<file path="config.mk">
export PLATFORM = sky130hd
export DESIGN_NAME = mem_decode_top
export DESIGN_NICKNAME = d
export VERILOG_FILES = /design/src/decode_pkg.sv /design/src/a_decoder.sv /design/src/ls_decoder.sv /design/src/decoder_merge.sv /design/src/id_mem_reg.sv /design/src/mem_decode_top.sv
export SDC_FILE = /design/constraint.sdc
export NUM_CORES = 1
export LEC_CHECK = 0
export ABC_AREA = 1
export BUFFER_PORTS_ARGS = -buffer_cell sky130_fd_sc_hd__buf_4
export CORE_MARGIN = 1.5
export CORE_UTILIZATION = 30
export DETAILED_ROUTE_END_ITERATION = 10
export PLACE_DENSITY = 0.61
export SLEW_MARGIN = 10
export SYNTH_ARGS = -nofsm -noshare
export SYNTH_HDL_FRONTEND = slang
export SYNTH_HIERARCHICAL = 1
export SYNTH_SLANG_ARGS = --single-unit
</file>
<file path="constraint.sdc">
create_clock -name clk -period 1.1 [get_ports clk]
set_input_delay 0.22 -clock clk [delete_from_list [all_inputs] [get_ports clk]]
set_output_delay 0.22 -clock clk [all_outputs]
set_load 0.05 [all_outputs]
</file>
<file path="src/decode_pkg.sv">
// Memory decode package
// Shared encodings for the memory-instruction decode stage of the RV32 core
// Major opcodes, AMO selectors, A extension support and operand C select
package decode_pkg;

  ////////////////////////////////////////
  // Widths and fixed field values
  ////////////////////////////////////////

  // Instruction word width
  localparam int unsigned INSTR_W = 32;

  // Atomic op code, top bit marks an atomic, low bits are funct5
  localparam int unsigned ATOP_W = 6;

  // funct3 for word sized atomics
  localparam logic [2:0] FUNCT3_WORD = 3'b010;

  ////////////////////////////////////////
  // Opcodes and selectors
  ////////////////////////////////////////

  // Major opcodes handled by this stage
  typedef enum logic [6:0] {
    OPCODE_LOAD  = 7'h03,
    OPCODE_STORE = 7'h23,
    OPCODE_AMO   = 7'h2f
  } opcode_e;

  // AMO selector in bits 31:27
  typedef enum logic [4:0] {
    AMO_LR   = 5'b00010,
    AMO_SC   = 5'b00011,
    AMO_SWAP = 5'b00001,
    AMO_ADD  = 5'b00000,
    AMO_XOR  = 5'b00100,
    AMO_AND  = 5'b01100,
    AMO_OR   = 5'b01000,
    AMO_MIN  = 5'b10000,
    AMO_MAX  = 5'b10100,
    AMO_MINU = 5'b11000,
    AMO_MAXU = 5'b11100
  } amo_funct5_e;

  // Level of A extension support
  typedef enum logic [1:0] {
    A_NONE = 2'b00,
    ZALRSC = 2'b01,
    A      = 2'b10
  } a_ext_e;

  // Operand C source, rs2 carries the store data
  typedef enum logic {
    OP_C_NONE = 1'b0,
    OP_C_REGB = 1'b1
  } op_c_sel_e;

endpackage

</file>
<file path="src/a_decoder.sv">
// Atomic decoder
// Decodes RV32A word atomics, LR, SC and the nine AMO operations
// The A_EXT parameter limits support to full A, LR/SC only or none
// Words that are not accepted give legal low and all controls zero
`timescale 1ns/1ps

module a_decoder #(
  parameter decode_pkg::a_ext_e A_EXT = decode_pkg::A
) (
  input  logic [decode_pkg::INSTR_W-1:0] instr_rdata_i,
  output logic                           legal_o,
  output logic                           lsu_we_o,
  output logic [1:0]                     lsu_size_o,
  output logic                           lsu_sext_o,
  output logic [decode_pkg::ATOP_W-1:0]  lsu_atop_o,
  output logic [1:0]                     rf_re_o,
  output logic                           rf_we_o,
  output decode_pkg::op_c_sel_e          op_c_sel_o
);
  import decode_pkg::*;

  // Parts of A that are built in
  localparam bit LRSC_EN = (A_EXT == A) || (A_EXT == ZALRSC);
  localparam bit AMO_EN  = (A_EXT == A);

  logic       is_word_amo;
  logic       legal;
  logic       uses_rs2;
  logic [4:0] funct5;

  // Operation selector
  assign funct5 = instr_rdata_i[31:27];

  // AMO opcode with word funct3
  assign is_word_amo = (instr_rdata_i[6:0] == OPCODE_AMO) &&
                       (instr_rdata_i[14:12] == FUNCT3_WORD);

  ////////////////////////////////////////
  // Operation select
  ////////////////////////////////////////

  always_comb begin
    legal    = 1'b0;
    uses_rs2 = 1'b0;
    if (is_word_amo) begin
      case (funct5)
        AMO_LR: begin
          // rs2 field is reserved for LR, must be zero
          legal = LRSC_EN && (instr_rdata_i[24:20] == 5'd0);
        end
        AMO_SC: begin
          legal    = LRSC_EN;
          uses_rs2 = 1'b1;
        end
        AMO_SWAP,
        AMO_ADD,
        AMO_XOR,
        AMO_AND,
        AMO_OR,
        AMO_MIN,
        AMO_MAX,
        AMO_MINU,
        AMO_MAXU: begin
          legal    = AMO_EN;
          uses_rs2 = 1'b1;
        end
        default: begin
          // Reserved funct5
          legal = 1'b0;
        end
      endcase
    end
  end

  ////////////////////////////////////////
  // Control outputs
  ////////////////////////////////////////

  assign legal_o = legal;

  // SC and AMOs write memory with rs2 as data
  assign lsu_we_o   = legal & uses_rs2;
  assign op_c_sel_o = (legal && uses_rs2) ? OP_C_REGB : OP_C_NONE;

  // All atomics are sign extended word accesses
  assign lsu_size_o = legal ? 2'b10 : 2'b00;
  assign lsu_sext_o = legal;

  // Atomic bit plus funct5
  assign lsu_atop_o = legal ? {1'b1, funct5} : '0;

  // rs1 is the address, rs2 only when data is written
  assign rf_re_o = legal ? {uses_rs2, 1'b1} : 2'b00;

  // Every atomic returns a value to rd
  assign rf_we_o = legal;

endmodule

</file>
<file path="src/ls_decoder.sv">
// Load/store decoder
// Decodes the RV32I LOAD and STORE opcodes
// Sets access size, sign extension and register use
// Unused funct3 values and other opcodes are not legal
`timescale 1ns/1ps

module ls_decoder (
  input  logic [decode_pkg::INSTR_W-1:0] instr_rdata_i,
  output logic                           legal_o,
  output logic                           lsu_we_o,
  output logic [1:0]                     lsu_size_o,
  output logic                           lsu_sext_o,
  output logic [decode_pkg::ATOP_W-1:0]  lsu_atop_o,
  output logic [1:0]                     rf_re_o,
  output logic                           rf_we_o,
  output decode_pkg::op_c_sel_e          op_c_sel_o
);
  import decode_pkg::*;

  logic [2:0] funct3;

  assign funct3 = instr_rdata_i[14:12];

  // Plain loads and stores are never atomic
  assign lsu_atop_o = '0;

  always_comb begin
    // Default is no match
    legal_o    = 1'b0;
    lsu_we_o   = 1'b0;
    lsu_size_o = 2'b00;
    lsu_sext_o = 1'b0;
    rf_re_o    = 2'b00;
    rf_we_o    = 1'b0;
    op_c_sel_o = OP_C_NONE;

    if (instr_rdata_i[6:0] == OPCODE_LOAD) begin
      // LB LH LW LBU LHU
      case (funct3)
        3'b000, 3'b001, 3'b010, 3'b100, 3'b101: begin
          legal_o    = 1'b1;
          lsu_size_o = funct3[1:0];
          // Unsigned forms have funct3[2] set
          lsu_sext_o = ~funct3[2];
          rf_re_o    = 2'b01;
          rf_we_o    = 1'b1;
        end
        default: begin
          legal_o = 1'b0;
        end
      endcase
    end else if (instr_rdata_i[6:0] == OPCODE_STORE) begin
      // SB SH SW
      case (funct3)
        3'b000, 3'b001, 3'b010: begin
          legal_o    = 1'b1;
          lsu_we_o   = 1'b1;
          lsu_size_o = funct3[1:0];
          // rs1 address, rs2 store data
          rf_re_o    = 2'b11;
          op_c_sel_o = OP_C_REGB;
        end
        default: begin
          legal_o = 1'b0;
        end
      endcase
    end
  end

endmodule

</file>
<file path="src/decoder_merge.sv">
// Decoder merge
// Picks the legal result of the atomic and load/store decoders
// Flags illegal words, extracts the register addresses in use
// and drops register writes to x0
`timescale 1ns/1ps

module decoder_merge (
  input  logic [decode_pkg::INSTR_W-1:0] instr_rdata_i,
  // Atomic decoder
  input  logic                           a_legal_i,
  input  logic                           a_lsu_we_i,
  input  logic [1:0]                     a_lsu_size_i,
  input  logic                           a_lsu_sext_i,
  input  logic [decode_pkg::ATOP_W-1:0]  a_lsu_atop_i,
  input  logic [1:0]                     a_rf_re_i,
  input  logic                           a_rf_we_i,
  input  decode_pkg::op_c_sel_e          a_op_c_sel_i,
  // Load/store decoder
  input  logic                           ls_legal_i,
  input  logic                           ls_lsu_we_i,
  input  logic [1:0]                     ls_lsu_size_i,
  input  logic                           ls_lsu_sext_i,
  input  logic [decode_pkg::ATOP_W-1:0]  ls_lsu_atop_i,
  input  logic [1:0]                     ls_rf_re_i,
  input  logic                           ls_rf_we_i,
  input  decode_pkg::op_c_sel_e          ls_op_c_sel_i,
  // Merged word
  output logic                           illegal_o,
  output logic                           lsu_en_o,
  output logic                           lsu_we_o,
  output logic [1:0]                     lsu_size_o,
  output logic                           lsu_sext_o,
  output logic [decode_pkg::ATOP_W-1:0]  lsu_atop_o,
  output logic [1:0]                     rf_re_o,
  output logic                           rf_we_o,
  output decode_pkg::op_c_sel_e          op_c_sel_o,
  output logic [4:0]                     rs1_o,
  output logic [4:0]                     rs2_o,
  output logic [4:0]                     rd_o
);
  import decode_pkg::*;

  logic       rf_we;
  logic [4:0] rd_field;

  assign rd_field = instr_rdata_i[11:7];

  ////////////////////////////////////////
  // Result select
  ////////////////////////////////////////

  always_comb begin
    lsu_we_o   = 1'b0;
    lsu_size_o = 2'b00;
    lsu_sext_o = 1'b0;
    lsu_atop_o = '0;
    rf_re_o    = 2'b00;
    rf_we      = 1'b0;
    op_c_sel_o = OP_C_NONE;
    if (a_legal_i) begin
      lsu_we_o   = a_lsu_we_i;
      lsu_size_o = a_lsu_size_i;
      lsu_sext_o = a_lsu_sext_i;
      lsu_atop_o = a_lsu_atop_i;
      rf_re_o    = a_rf_re_i;
      rf_we      = a_rf_we_i;
      op_c_sel_o = a_op_c_sel_i;
    end else if (ls_legal_i) begin
      lsu_we_o   = ls_lsu_we_i;
      lsu_size_o = ls_lsu_size_i;
      lsu_sext_o = ls_lsu_sext_i;
      lsu_atop_o = ls_lsu_atop_i;
      rf_re_o    = ls_rf_re_i;
      rf_we      = ls_rf_we_i;
      op_c_sel_o = ls_op_c_sel_i;
    end
  end

  // Neither decoder claims the word
  assign lsu_en_o  = a_legal_i | ls_legal_i;
  assign illegal_o = ~lsu_en_o;

  ////////////////////////////////////////
  // Register addresses
  ////////////////////////////////////////

  // Writes to x0 are dropped
  assign rf_we_o = rf_we && (rd_field != 5'd0);

  // Fields that are not used read as zero
  assign rs1_o = rf_re_o[0] ? instr_rdata_i[19:15] : 5'd0;
  assign rs2_o = rf_re_o[1] ? instr_rdata_i[24:20] : 5'd0;
  assign rd_o  = rf_we_o    ? rd_field             : 5'd0;

endmodule

</file>
<file path="src/id_mem_reg.sv">
// ID to EX register
// Single-entry valid/ready stage holding the decoded control word
// Accepts a new word each cycle while the output is being taken
`timescale 1ns/1ps

module id_mem_reg (
  input  logic                          clk,
  input  logic                          arst_n_i,
  // Upstream side
  input  logic                          in_valid_i,
  output logic                          in_ready_o,
  input  logic                          illegal_i,
  input  logic                          lsu_en_i,
  input  logic                          lsu_we_i,
  input  logic [1:0]                    lsu_size_i,
  input  logic                          lsu_sext_i,
  input  logic [decode_pkg::ATOP_W-1:0] lsu_atop_i,
  input  logic [1:0]                    rf_re_i,
  input  logic                          rf_we_i,
  input  decode_pkg::op_c_sel_e         op_c_sel_i,
  input  logic [4:0]                    rs1_i,
  input  logic [4:0]                    rs2_i,
  input  logic [4:0]                    rd_i,
  // Execute side
  output logic                          out_valid_o,
  input  logic                          out_ready_i,
  output logic                          illegal_o,
  output logic                          lsu_en_o,
  output logic                          lsu_we_o,
  output logic [1:0]                    lsu_size_o,
  output logic                          lsu_sext_o,
  output logic [decode_pkg::ATOP_W-1:0] lsu_atop_o,
  output logic [1:0]                    rf_re_o,
  output logic                          rf_we_o,
  output decode_pkg::op_c_sel_e         op_c_sel_o,
  output logic [4:0]                    rs1_o,
  output logic [4:0]                    rs2_o,
  output logic [4:0]                    rd_o
);
  import decode_pkg::*;

  logic load;

  // Free when empty or the held word leaves this cycle
  assign in_ready_o = ~out_valid_o | out_ready_i;
  assign load       = in_valid_i & in_ready_o;

  ////////////////////////////////////////
  // Valid flag
  ////////////////////////////////////////

  always_ff @(posedge clk or negedge arst_n_i) begin
    if (!arst_n_i) begin
      out_valid_o <= 1'b0;
    end else if (load) begin
      out_valid_o <= 1'b1;
    end else if (out_ready_i) begin
      // Taken with nothing behind it
      out_valid_o <= 1'b0;
    end
  end

  ////////////////////////////////////////
  // Control word
  ////////////////////////////////////////

  // Cleared on reset so the outputs start at zero
  always_ff @(posedge clk or negedge arst_n_i) begin
    if (!arst_n_i) begin
      illegal_o  <= 1'b0;
      lsu_en_o   <= 1'b0;
      lsu_we_o   <= 1'b0;
      lsu_size_o <= 2'b00;
      lsu_sext_o <= 1'b0;
      lsu_atop_o <= '0;
      rf_re_o    <= 2'b00;
      rf_we_o    <= 1'b0;
      op_c_sel_o <= OP_C_NONE;
      rs1_o      <= 5'd0;
      rs2_o      <= 5'd0;
      rd_o       <= 5'd0;
    end else if (load) begin
      illegal_o  <= illegal_i;
      lsu_en_o   <= lsu_en_i;
      lsu_we_o   <= lsu_we_i;
      lsu_size_o <= lsu_size_i;
      lsu_sext_o <= lsu_sext_i;
      lsu_atop_o <= lsu_atop_i;
      rf_re_o    <= rf_re_i;
      rf_we_o    <= rf_we_i;
      op_c_sel_o <= op_c_sel_i;
      rs1_o      <= rs1_i;
      rs2_o      <= rs2_i;
      rd_o       <= rd_i;
    end
  end

endmodule

</file>
<file path="src/mem_decode_top.sv">
// Memory-instruction decode top
// Atomic and load/store decoders in parallel, a merge block,
// then one pipeline register toward the execute stage
`timescale 1ns/1ps

module mem_decode_top #(
  parameter decode_pkg::a_ext_e A_EXT = decode_pkg::A
) (
  input  logic                           clk,
  input  logic                           arst_n_i,
  input  logic                           instr_valid_i,
  output logic                           instr_ready_o,
  input  logic [decode_pkg::INSTR_W-1:0] instr_rdata_i,
  output logic                           out_valid_o,
  input  logic                           out_ready_i,
  output logic                           illegal_o,
  output logic                           lsu_en_o,
  output logic                           lsu_we_o,
  output logic [1:0]                     lsu_size_o,
  output logic                           lsu_sext_o,
  output logic [decode_pkg::ATOP_W-1:0]  lsu_atop_o,
  output logic [1:0]                     rf_re_o,
  output logic                           rf_we_o,
  output decode_pkg::op_c_sel_e          op_c_sel_o,
  output logic [4:0]                     rs1_o,
  output logic [4:0]                     rs2_o,
  output logic [4:0]                     rd_o
);
  import decode_pkg::*;

  ////////////////////////////////////////
  // Decoder results
  ////////////////////////////////////////

  // Atomic decoder
  logic              a_legal, a_lsu_we, a_lsu_sext, a_rf_we;
  logic [1:0]        a_lsu_size, a_rf_re;
  logic [ATOP_W-1:0] a_lsu_atop;
  op_c_sel_e         a_op_c_sel;

  // Load/store decoder
  logic              ls_legal, ls_lsu_we, ls_lsu_sext, ls_rf_we;
  logic [1:0]        ls_lsu_size, ls_rf_re;
  logic [ATOP_W-1:0] ls_lsu_atop;
  op_c_sel_e         ls_op_c_sel;

  // Merged word into the register
  logic              m_illegal, m_lsu_en, m_lsu_we, m_lsu_sext, m_rf_we;
  logic [1:0]        m_lsu_size, m_rf_re;
  logic [ATOP_W-1:0] m_lsu_atop;
  op_c_sel_e         m_op_c_sel;
  logic [4:0]        m_rs1, m_rs2, m_rd;

  a_decoder #(
    .A_EXT (A_EXT)
  ) u_a_decoder (
    .instr_rdata_i (instr_rdata_i),
    .legal_o       (a_legal),
    .lsu_we_o      (a_lsu_we),
    .lsu_size_o    (a_lsu_size),
    .lsu_sext_o    (a_lsu_sext),
    .lsu_atop_o    (a_lsu_atop),
    .rf_re_o       (a_rf_re),
    .rf_we_o       (a_rf_we),
    .op_c_sel_o    (a_op_c_sel)
  );

  ls_decoder u_ls_decoder (
    .instr_rdata_i (instr_rdata_i),
    .legal_o       (ls_legal),
    .lsu_we_o      (ls_lsu_we),
    .lsu_size_o    (ls_lsu_size),
    .lsu_sext_o    (ls_lsu_sext),
    .lsu_atop_o    (ls_lsu_atop),
    .rf_re_o       (ls_rf_re),
    .rf_we_o       (ls_rf_we),
    .op_c_sel_o    (ls_op_c_sel)
  );

  ////////////////////////////////////////
  // Merge and pipeline register
  ////////////////////////////////////////

  decoder_merge u_decoder_merge (
    .instr_rdata_i (instr_rdata_i),
    .a_legal_i     (a_legal),
    .a_lsu_we_i    (a_lsu_we),
    .a_lsu_size_i  (a_lsu_size),
    .a_lsu_sext_i  (a_lsu_sext),
    .a_lsu_atop_i  (a_lsu_atop),
    .a_rf_re_i     (a_rf_re),
    .a_rf_we_i     (a_rf_we),
    .a_op_c_sel_i  (a_op_c_sel),
    .ls_legal_i    (ls_legal),
    .ls_lsu_we_i   (ls_lsu_we),
    .ls_lsu_size_i (ls_lsu_size),
    .ls_lsu_sext_i (ls_lsu_sext),
    .ls_lsu_atop_i (ls_lsu_atop),
    .ls_rf_re_i    (ls_rf_re),
    .ls_rf_we_i    (ls_rf_we),
    .ls_op_c_sel_i (ls_op_c_sel),
    .illegal_o     (m_illegal),
    .lsu_en_o      (m_lsu_en),
    .lsu_we_o      (m_lsu_we),
    .lsu_size_o    (m_lsu_size),
    .lsu_sext_o    (m_lsu_sext),
    .lsu_atop_o    (m_lsu_atop),
    .rf_re_o       (m_rf_re),
    .rf_we_o       (m_rf_we),
    .op_c_sel_o    (m_op_c_sel),
    .rs1_o         (m_rs1),
    .rs2_o         (m_rs2),
    .rd_o          (m_rd)
  );

  id_mem_reg u_id_mem_reg (
    .clk         (clk),
    .arst_n_i    (arst_n_i),
    .in_valid_i  (instr_valid_i),
    .in_ready_o  (instr_ready_o),
    .illegal_i   (m_illegal),
    .lsu_en_i    (m_lsu_en),
    .lsu_we_i    (m_lsu_we),
    .lsu_size_i  (m_lsu_size),
    .lsu_sext_i  (m_lsu_sext),
    .lsu_atop_i  (m_lsu_atop),
    .rf_re_i     (m_rf_re),
    .rf_we_i     (m_rf_we),
    .op_c_sel_i  (m_op_c_sel),
    .rs1_i       (m_rs1),
    .rs2_i       (m_rs2),
    .rd_i        (m_rd),
    .out_valid_o (out_valid_o),
    .out_ready_i (out_ready_i),
    .illegal_o   (illegal_o),
    .lsu_en_o    (lsu_en_o),
    .lsu_we_o    (lsu_we_o),
    .lsu_size_o  (lsu_size_o),
    .lsu_sext_o  (lsu_sext_o),
    .lsu_atop_o  (lsu_atop_o),
    .rf_re_o     (rf_re_o),
    .rf_we_o     (rf_we_o),
    .op_c_sel_o  (op_c_sel_o),
    .rs1_o       (rs1_o),
    .rs2_o       (rs2_o),
    .rd_o        (rd_o)
  );

endmodule

</file>
==> flow_metrics.py <==
metrics = {
    "floorplan": {
        "die_h_microns": 86.7,
        "core_sq_um": 6790,
        "io_pins": 69,
        "initial_utilization_pct": 30.9,
        "dieArea_sq_um": 7510,
        "die_width_microns": 86.7,
        "rows": 30,
    },
    "synth": {
        "synth_top_area_share_pct": 38.1,
        "ys_dominant_reg_cell": "dfrtp_1",
        "syn_area_sq_um": 2100,
        "netlist_instances": 311,
        "yosysUniqueCellTypes": 24,
        "synth-xor-area-share_pct": 0,
        "synthTopCellsByArea": "dfrtp_1, nand2_1, nand3_1",
        "synthSimpleGateAreaFrac_pct": 39.0,
        "yosysSeqAreaShare_pct": 38.1,
        "synth_top_cell_by_area": "dfrtp_1",
        "ys_warn_count": 6,
        "postSynthAreaPerCell_sq_um": 6.75,
        "synth_top_family_by_area": "simple AND/OR/NAND/NOR gates",
        "muxShareOfSynthArea_pct": 0,
        "synth_async_sr_flop_share_pct": 100,
        "synth_edf_count": 0,
        "synth_adder_area_share_pct": 0,
        "ys_seq_elements": 32,
        "synth-compound-area-share_pct": 4.17,
    },
    "cells_and_area": {
        "drive_gt1_share_pct": 42.6,
        "antenna_cells": 0,
        "fin_area_sq_um": 3220,
        "fin_nets": 432,
        "area_growth_pct": 53.6,
        "final_util_pct": 47.5,
        "fin_cells": 493,
    },
    "detailed_routing": {
        "first_pass_iters": 4,
        "route.detailed.drc": 0,
        "ant_nets": 0,
        "avgViaCountPerCell": 4.14,
        "vias": 2039,
        "wl_per_cell_microns": 10.6,
        "drt-total-wl_mm": 5.21,
        "drt-initial-drc-count": 81,
    },
    "sta": {
        "skew_ps": 7.41,
        "tns_ps": -4450,
        "layout_setup_ws_ps": -200,
        "hold_violations": 0,
        "finalSetupViolations": 32,
        "clock.fmax_mhz": 769,
        "finalCritPeriodShare_pct": 118,
        "rsz0062_at_grt": "yes",
        "drv_slew": 0,
        "period_needed_ps": 1300,
        "fin_hold_ws_ps": 251,
    },
    "global_route": {
        "overflow": 0,
        "grt_max_degree": 33,
        "grt_pass1_vias": 1953,
        "grt_first_pass_wirelength_mm": 8.45,
        "grt_usage_pct": 14.0,
        "antenna_found_initial": 0,
    },
    "hold_path": {
        "worstHoldPathCells": 5,
        "worstHoldStart": "instr_rdata_i[17]",
        "hold_path_class": "in -> reg",
        "min_to": "u_id_mem_reg/rs1_o[2]",
    },
    "placement": {
        "placed_cells": 474,
        "routabilityCongestion": 0.710,
        "dp_slack_ps": -547,
        "placed_area_sq_um": 2760,
        "dpl.hpwl_mm": 3.82,
        "portBuffers": 66,
    },
    "pwr": {
        "pwr-share-comb_pct": 18.6,
        "power.switching_mw": 0.698,
        "ir_drop_v": 0.000461,
        "power.total_mw": 2.68,
        "clkPwrFrac_pct": 36.7,
        "cellPowerDensity_nw_per_um2": 832,
        "swShare_pct": 26.0,
        "power_leakage_nw": 1.86,
        "p_seq_share_pct": 44.7,
        "p_int_mw": 1.98,
    },
    "worst_setup_path": {
        "slowest_stage": "a21oi_4",
        "end_kind": "flip-flop",
        "rrSetupSlack_ps": -10,
        "critical_path_class": "in -> reg",
        "r2r_end": "u_id_mem_reg/rf_re_o[1]",
        "slowest_delay_ps": 250,
        "rr_startpoint": "u_id_mem_reg/out_valid_o",
        "crit_required_ps": 1270,
        "reg2regPathDepth": 6,
        "crit_buf_inv": 1,
        "cpMostUsedCell": "nor2_1",
        "cp_cell_sequence": "buf_6 > nor2_1 > nand3b_1 > nor2_4 > nand2_4 > nand2_8 > nor2_8 > a21oi_4 > nor2_1 > nand3_1 > nand2_1",
        "worst-path-max-fanout": 6,
        "arrival_ps": 1480,
        "critPathLaunchType": "input pin",
        "crit_family": "simple AND/OR/NAND/NOR gates",
    },
    "clock_tree": {
        "clk_latency_ps": 280,
        "cts.path.max_buffers": 2,
        "clock-sinks": 32,
        "numCtsBuffers": 5,
        "cts_tree": "built",
        "cts_root_buf": "clkbuf_8",
        "htreeDepth": 2,
        "cts.reportedPaths.clkPinSlew_ps": 60,
    },
    "outcome": {
        "status": "finished with violations",
        "violations": "negative setup slack",
    },
    "run": {
        "timing.max_cap.violations": 0,
    },
}
[layout make-up]
cell class | instances | area [sq um]
clock buffer | 8 | 100
fill | 699 | 3570
inverter | 46 | 173
multi-input combinational | 210 | 1100
sequential | 32 | 802
tap | 96 | 120
timing repair buffer | 101 | 928
[layout by cell type, fill, tap and decap left out]
cell type / count
nand2_1: 100
buf_4: 63
buf_6: 32
inv_1: 31
nand3_1: 31
dfrtp_1: 31
nor2_1: 21
nand2_2: 15
inv_2: 14
clkbuf_8: 7
conb_1: 7
nor2_4: 6
a21oi_2: 6
nor2_2: 5
nand3_2: 5
nand2_4: 4
buf_8: 3
nand4_1: 2
a21oi_4: 2
buf_12: 2
clkbuf_1: 1
dlygate4sd3_1: 1
clkinv_1: 1
nand3b_1: 1
a21boi_2: 1
nand2_8: 1
nor2_8: 1
dfrtp_2: 1
a21oi_1: 1
o21ai_4: 1
[state kept, by name, summed over array words and instances (netlist names)]
signal,cells
u_id_mem_reg/rs1_o,5
u_id_mem_reg/lsu_we_o,1
u_id_mem_reg/lsu_sext_o,1
u_id_mem_reg/out_valid_o,1
u_id_mem_reg/lsu_atop_o,6
u_id_mem_reg/rf_we_o,1
u_id_mem_reg/rs2_o,5
u_id_mem_reg/illegal_o,1
u_id_mem_reg/lsu_en_o,1
u_id_mem_reg/lsu_size_o,2
u_id_mem_reg/rf_re_o,2
u_id_mem_reg/op_c_sel_o,1
u_id_mem_reg/rd_o,5
[routing by layer]
| metal | track usage [%] | vias to the layer above | share of wire, % |
|---|---|---|---|
| met1 | 18.1 | 902 | 46 |
| li1 | - | 1079 | - |
| met5 | 0 | - | 0 |
| met4 | 4.40 | 0 | 1.0 |
| met2 | 23.7 | 53 | 49 |
| met3 | 2.38 | 5 | 4.3 |
[repair_timing]
action	CTS	global route
hold buffers	1	0
cloned	1	0
hold endpoints to repair	32	0
resized for setup	33	52
buffers inserted	3	7
setup endpoints to repair	36	51
pin swaps	24	27
[how the worst max path moves through the flow]
stage,start,end,slack [ps],cells past startpoint
3_5_place_dp,instr_rdata_i[6],u_id_mem_reg/rf_re_o[0],-550,11
4_1_cts,instr_rdata_i[23],u_id_mem_reg/rs1_o[0],-190,13
6_report,instr_rdata_i[4],u_id_mem_reg/rs1_o[0],-200,11
5_1_grt,instr_rdata_i[4],u_id_mem_reg/rs1_o[4],-310,11
2_1_floorplan,instr_rdata_i[3],u_id_mem_reg/rs1_o[0],-300,11
3_3_place_gp,instr_rdata_i[27],u_id_mem_reg/rs1_o[0],-540,13
[power groups by stage]
stage | combinational, mW | sequential, mW | clock, mW
CTS | 0.471 | 1.20 | 1.01
floorplan | 0.186 | 1.25 | 0
global placement | 0.429 | 1.22 | 0
finish | 0.500 | 1.20 | 0.984
detailed placement | 0.432 | 1.22 | 0
global route | 0.544 | 1.20 | 1.05
[cell usage after synthesis (2+ instances only)]
library cell,n
nand2_1,112
inv_1,43
nand3_1,35
dfrtp_1,32
nor2_1,30
buf_4,20
buf_2,7
nand2_2,7
a21oi_1,6
a21oi_4,2
conb_1,2
inv_2,2
nand4_1,2
[tightest hold or removal path, stage by stage]
cell and delay, ps:
buf_4 110, inv_1 40, nor2_1 30, nand3_1 50, nand2_1 40
[logic make-up (layout without fill, tap and decap cells)]
family / Yosys count / in the layout
AO/OA/AOI/OAI: 11 / 11
buffers and inverters: 75 / 155
flip-flops: 32 / 32
other: 2 / 7
AND/OR/NAND/NOR: 191 / 192
No activity file was read; power rests on OpenSTA's default activity.
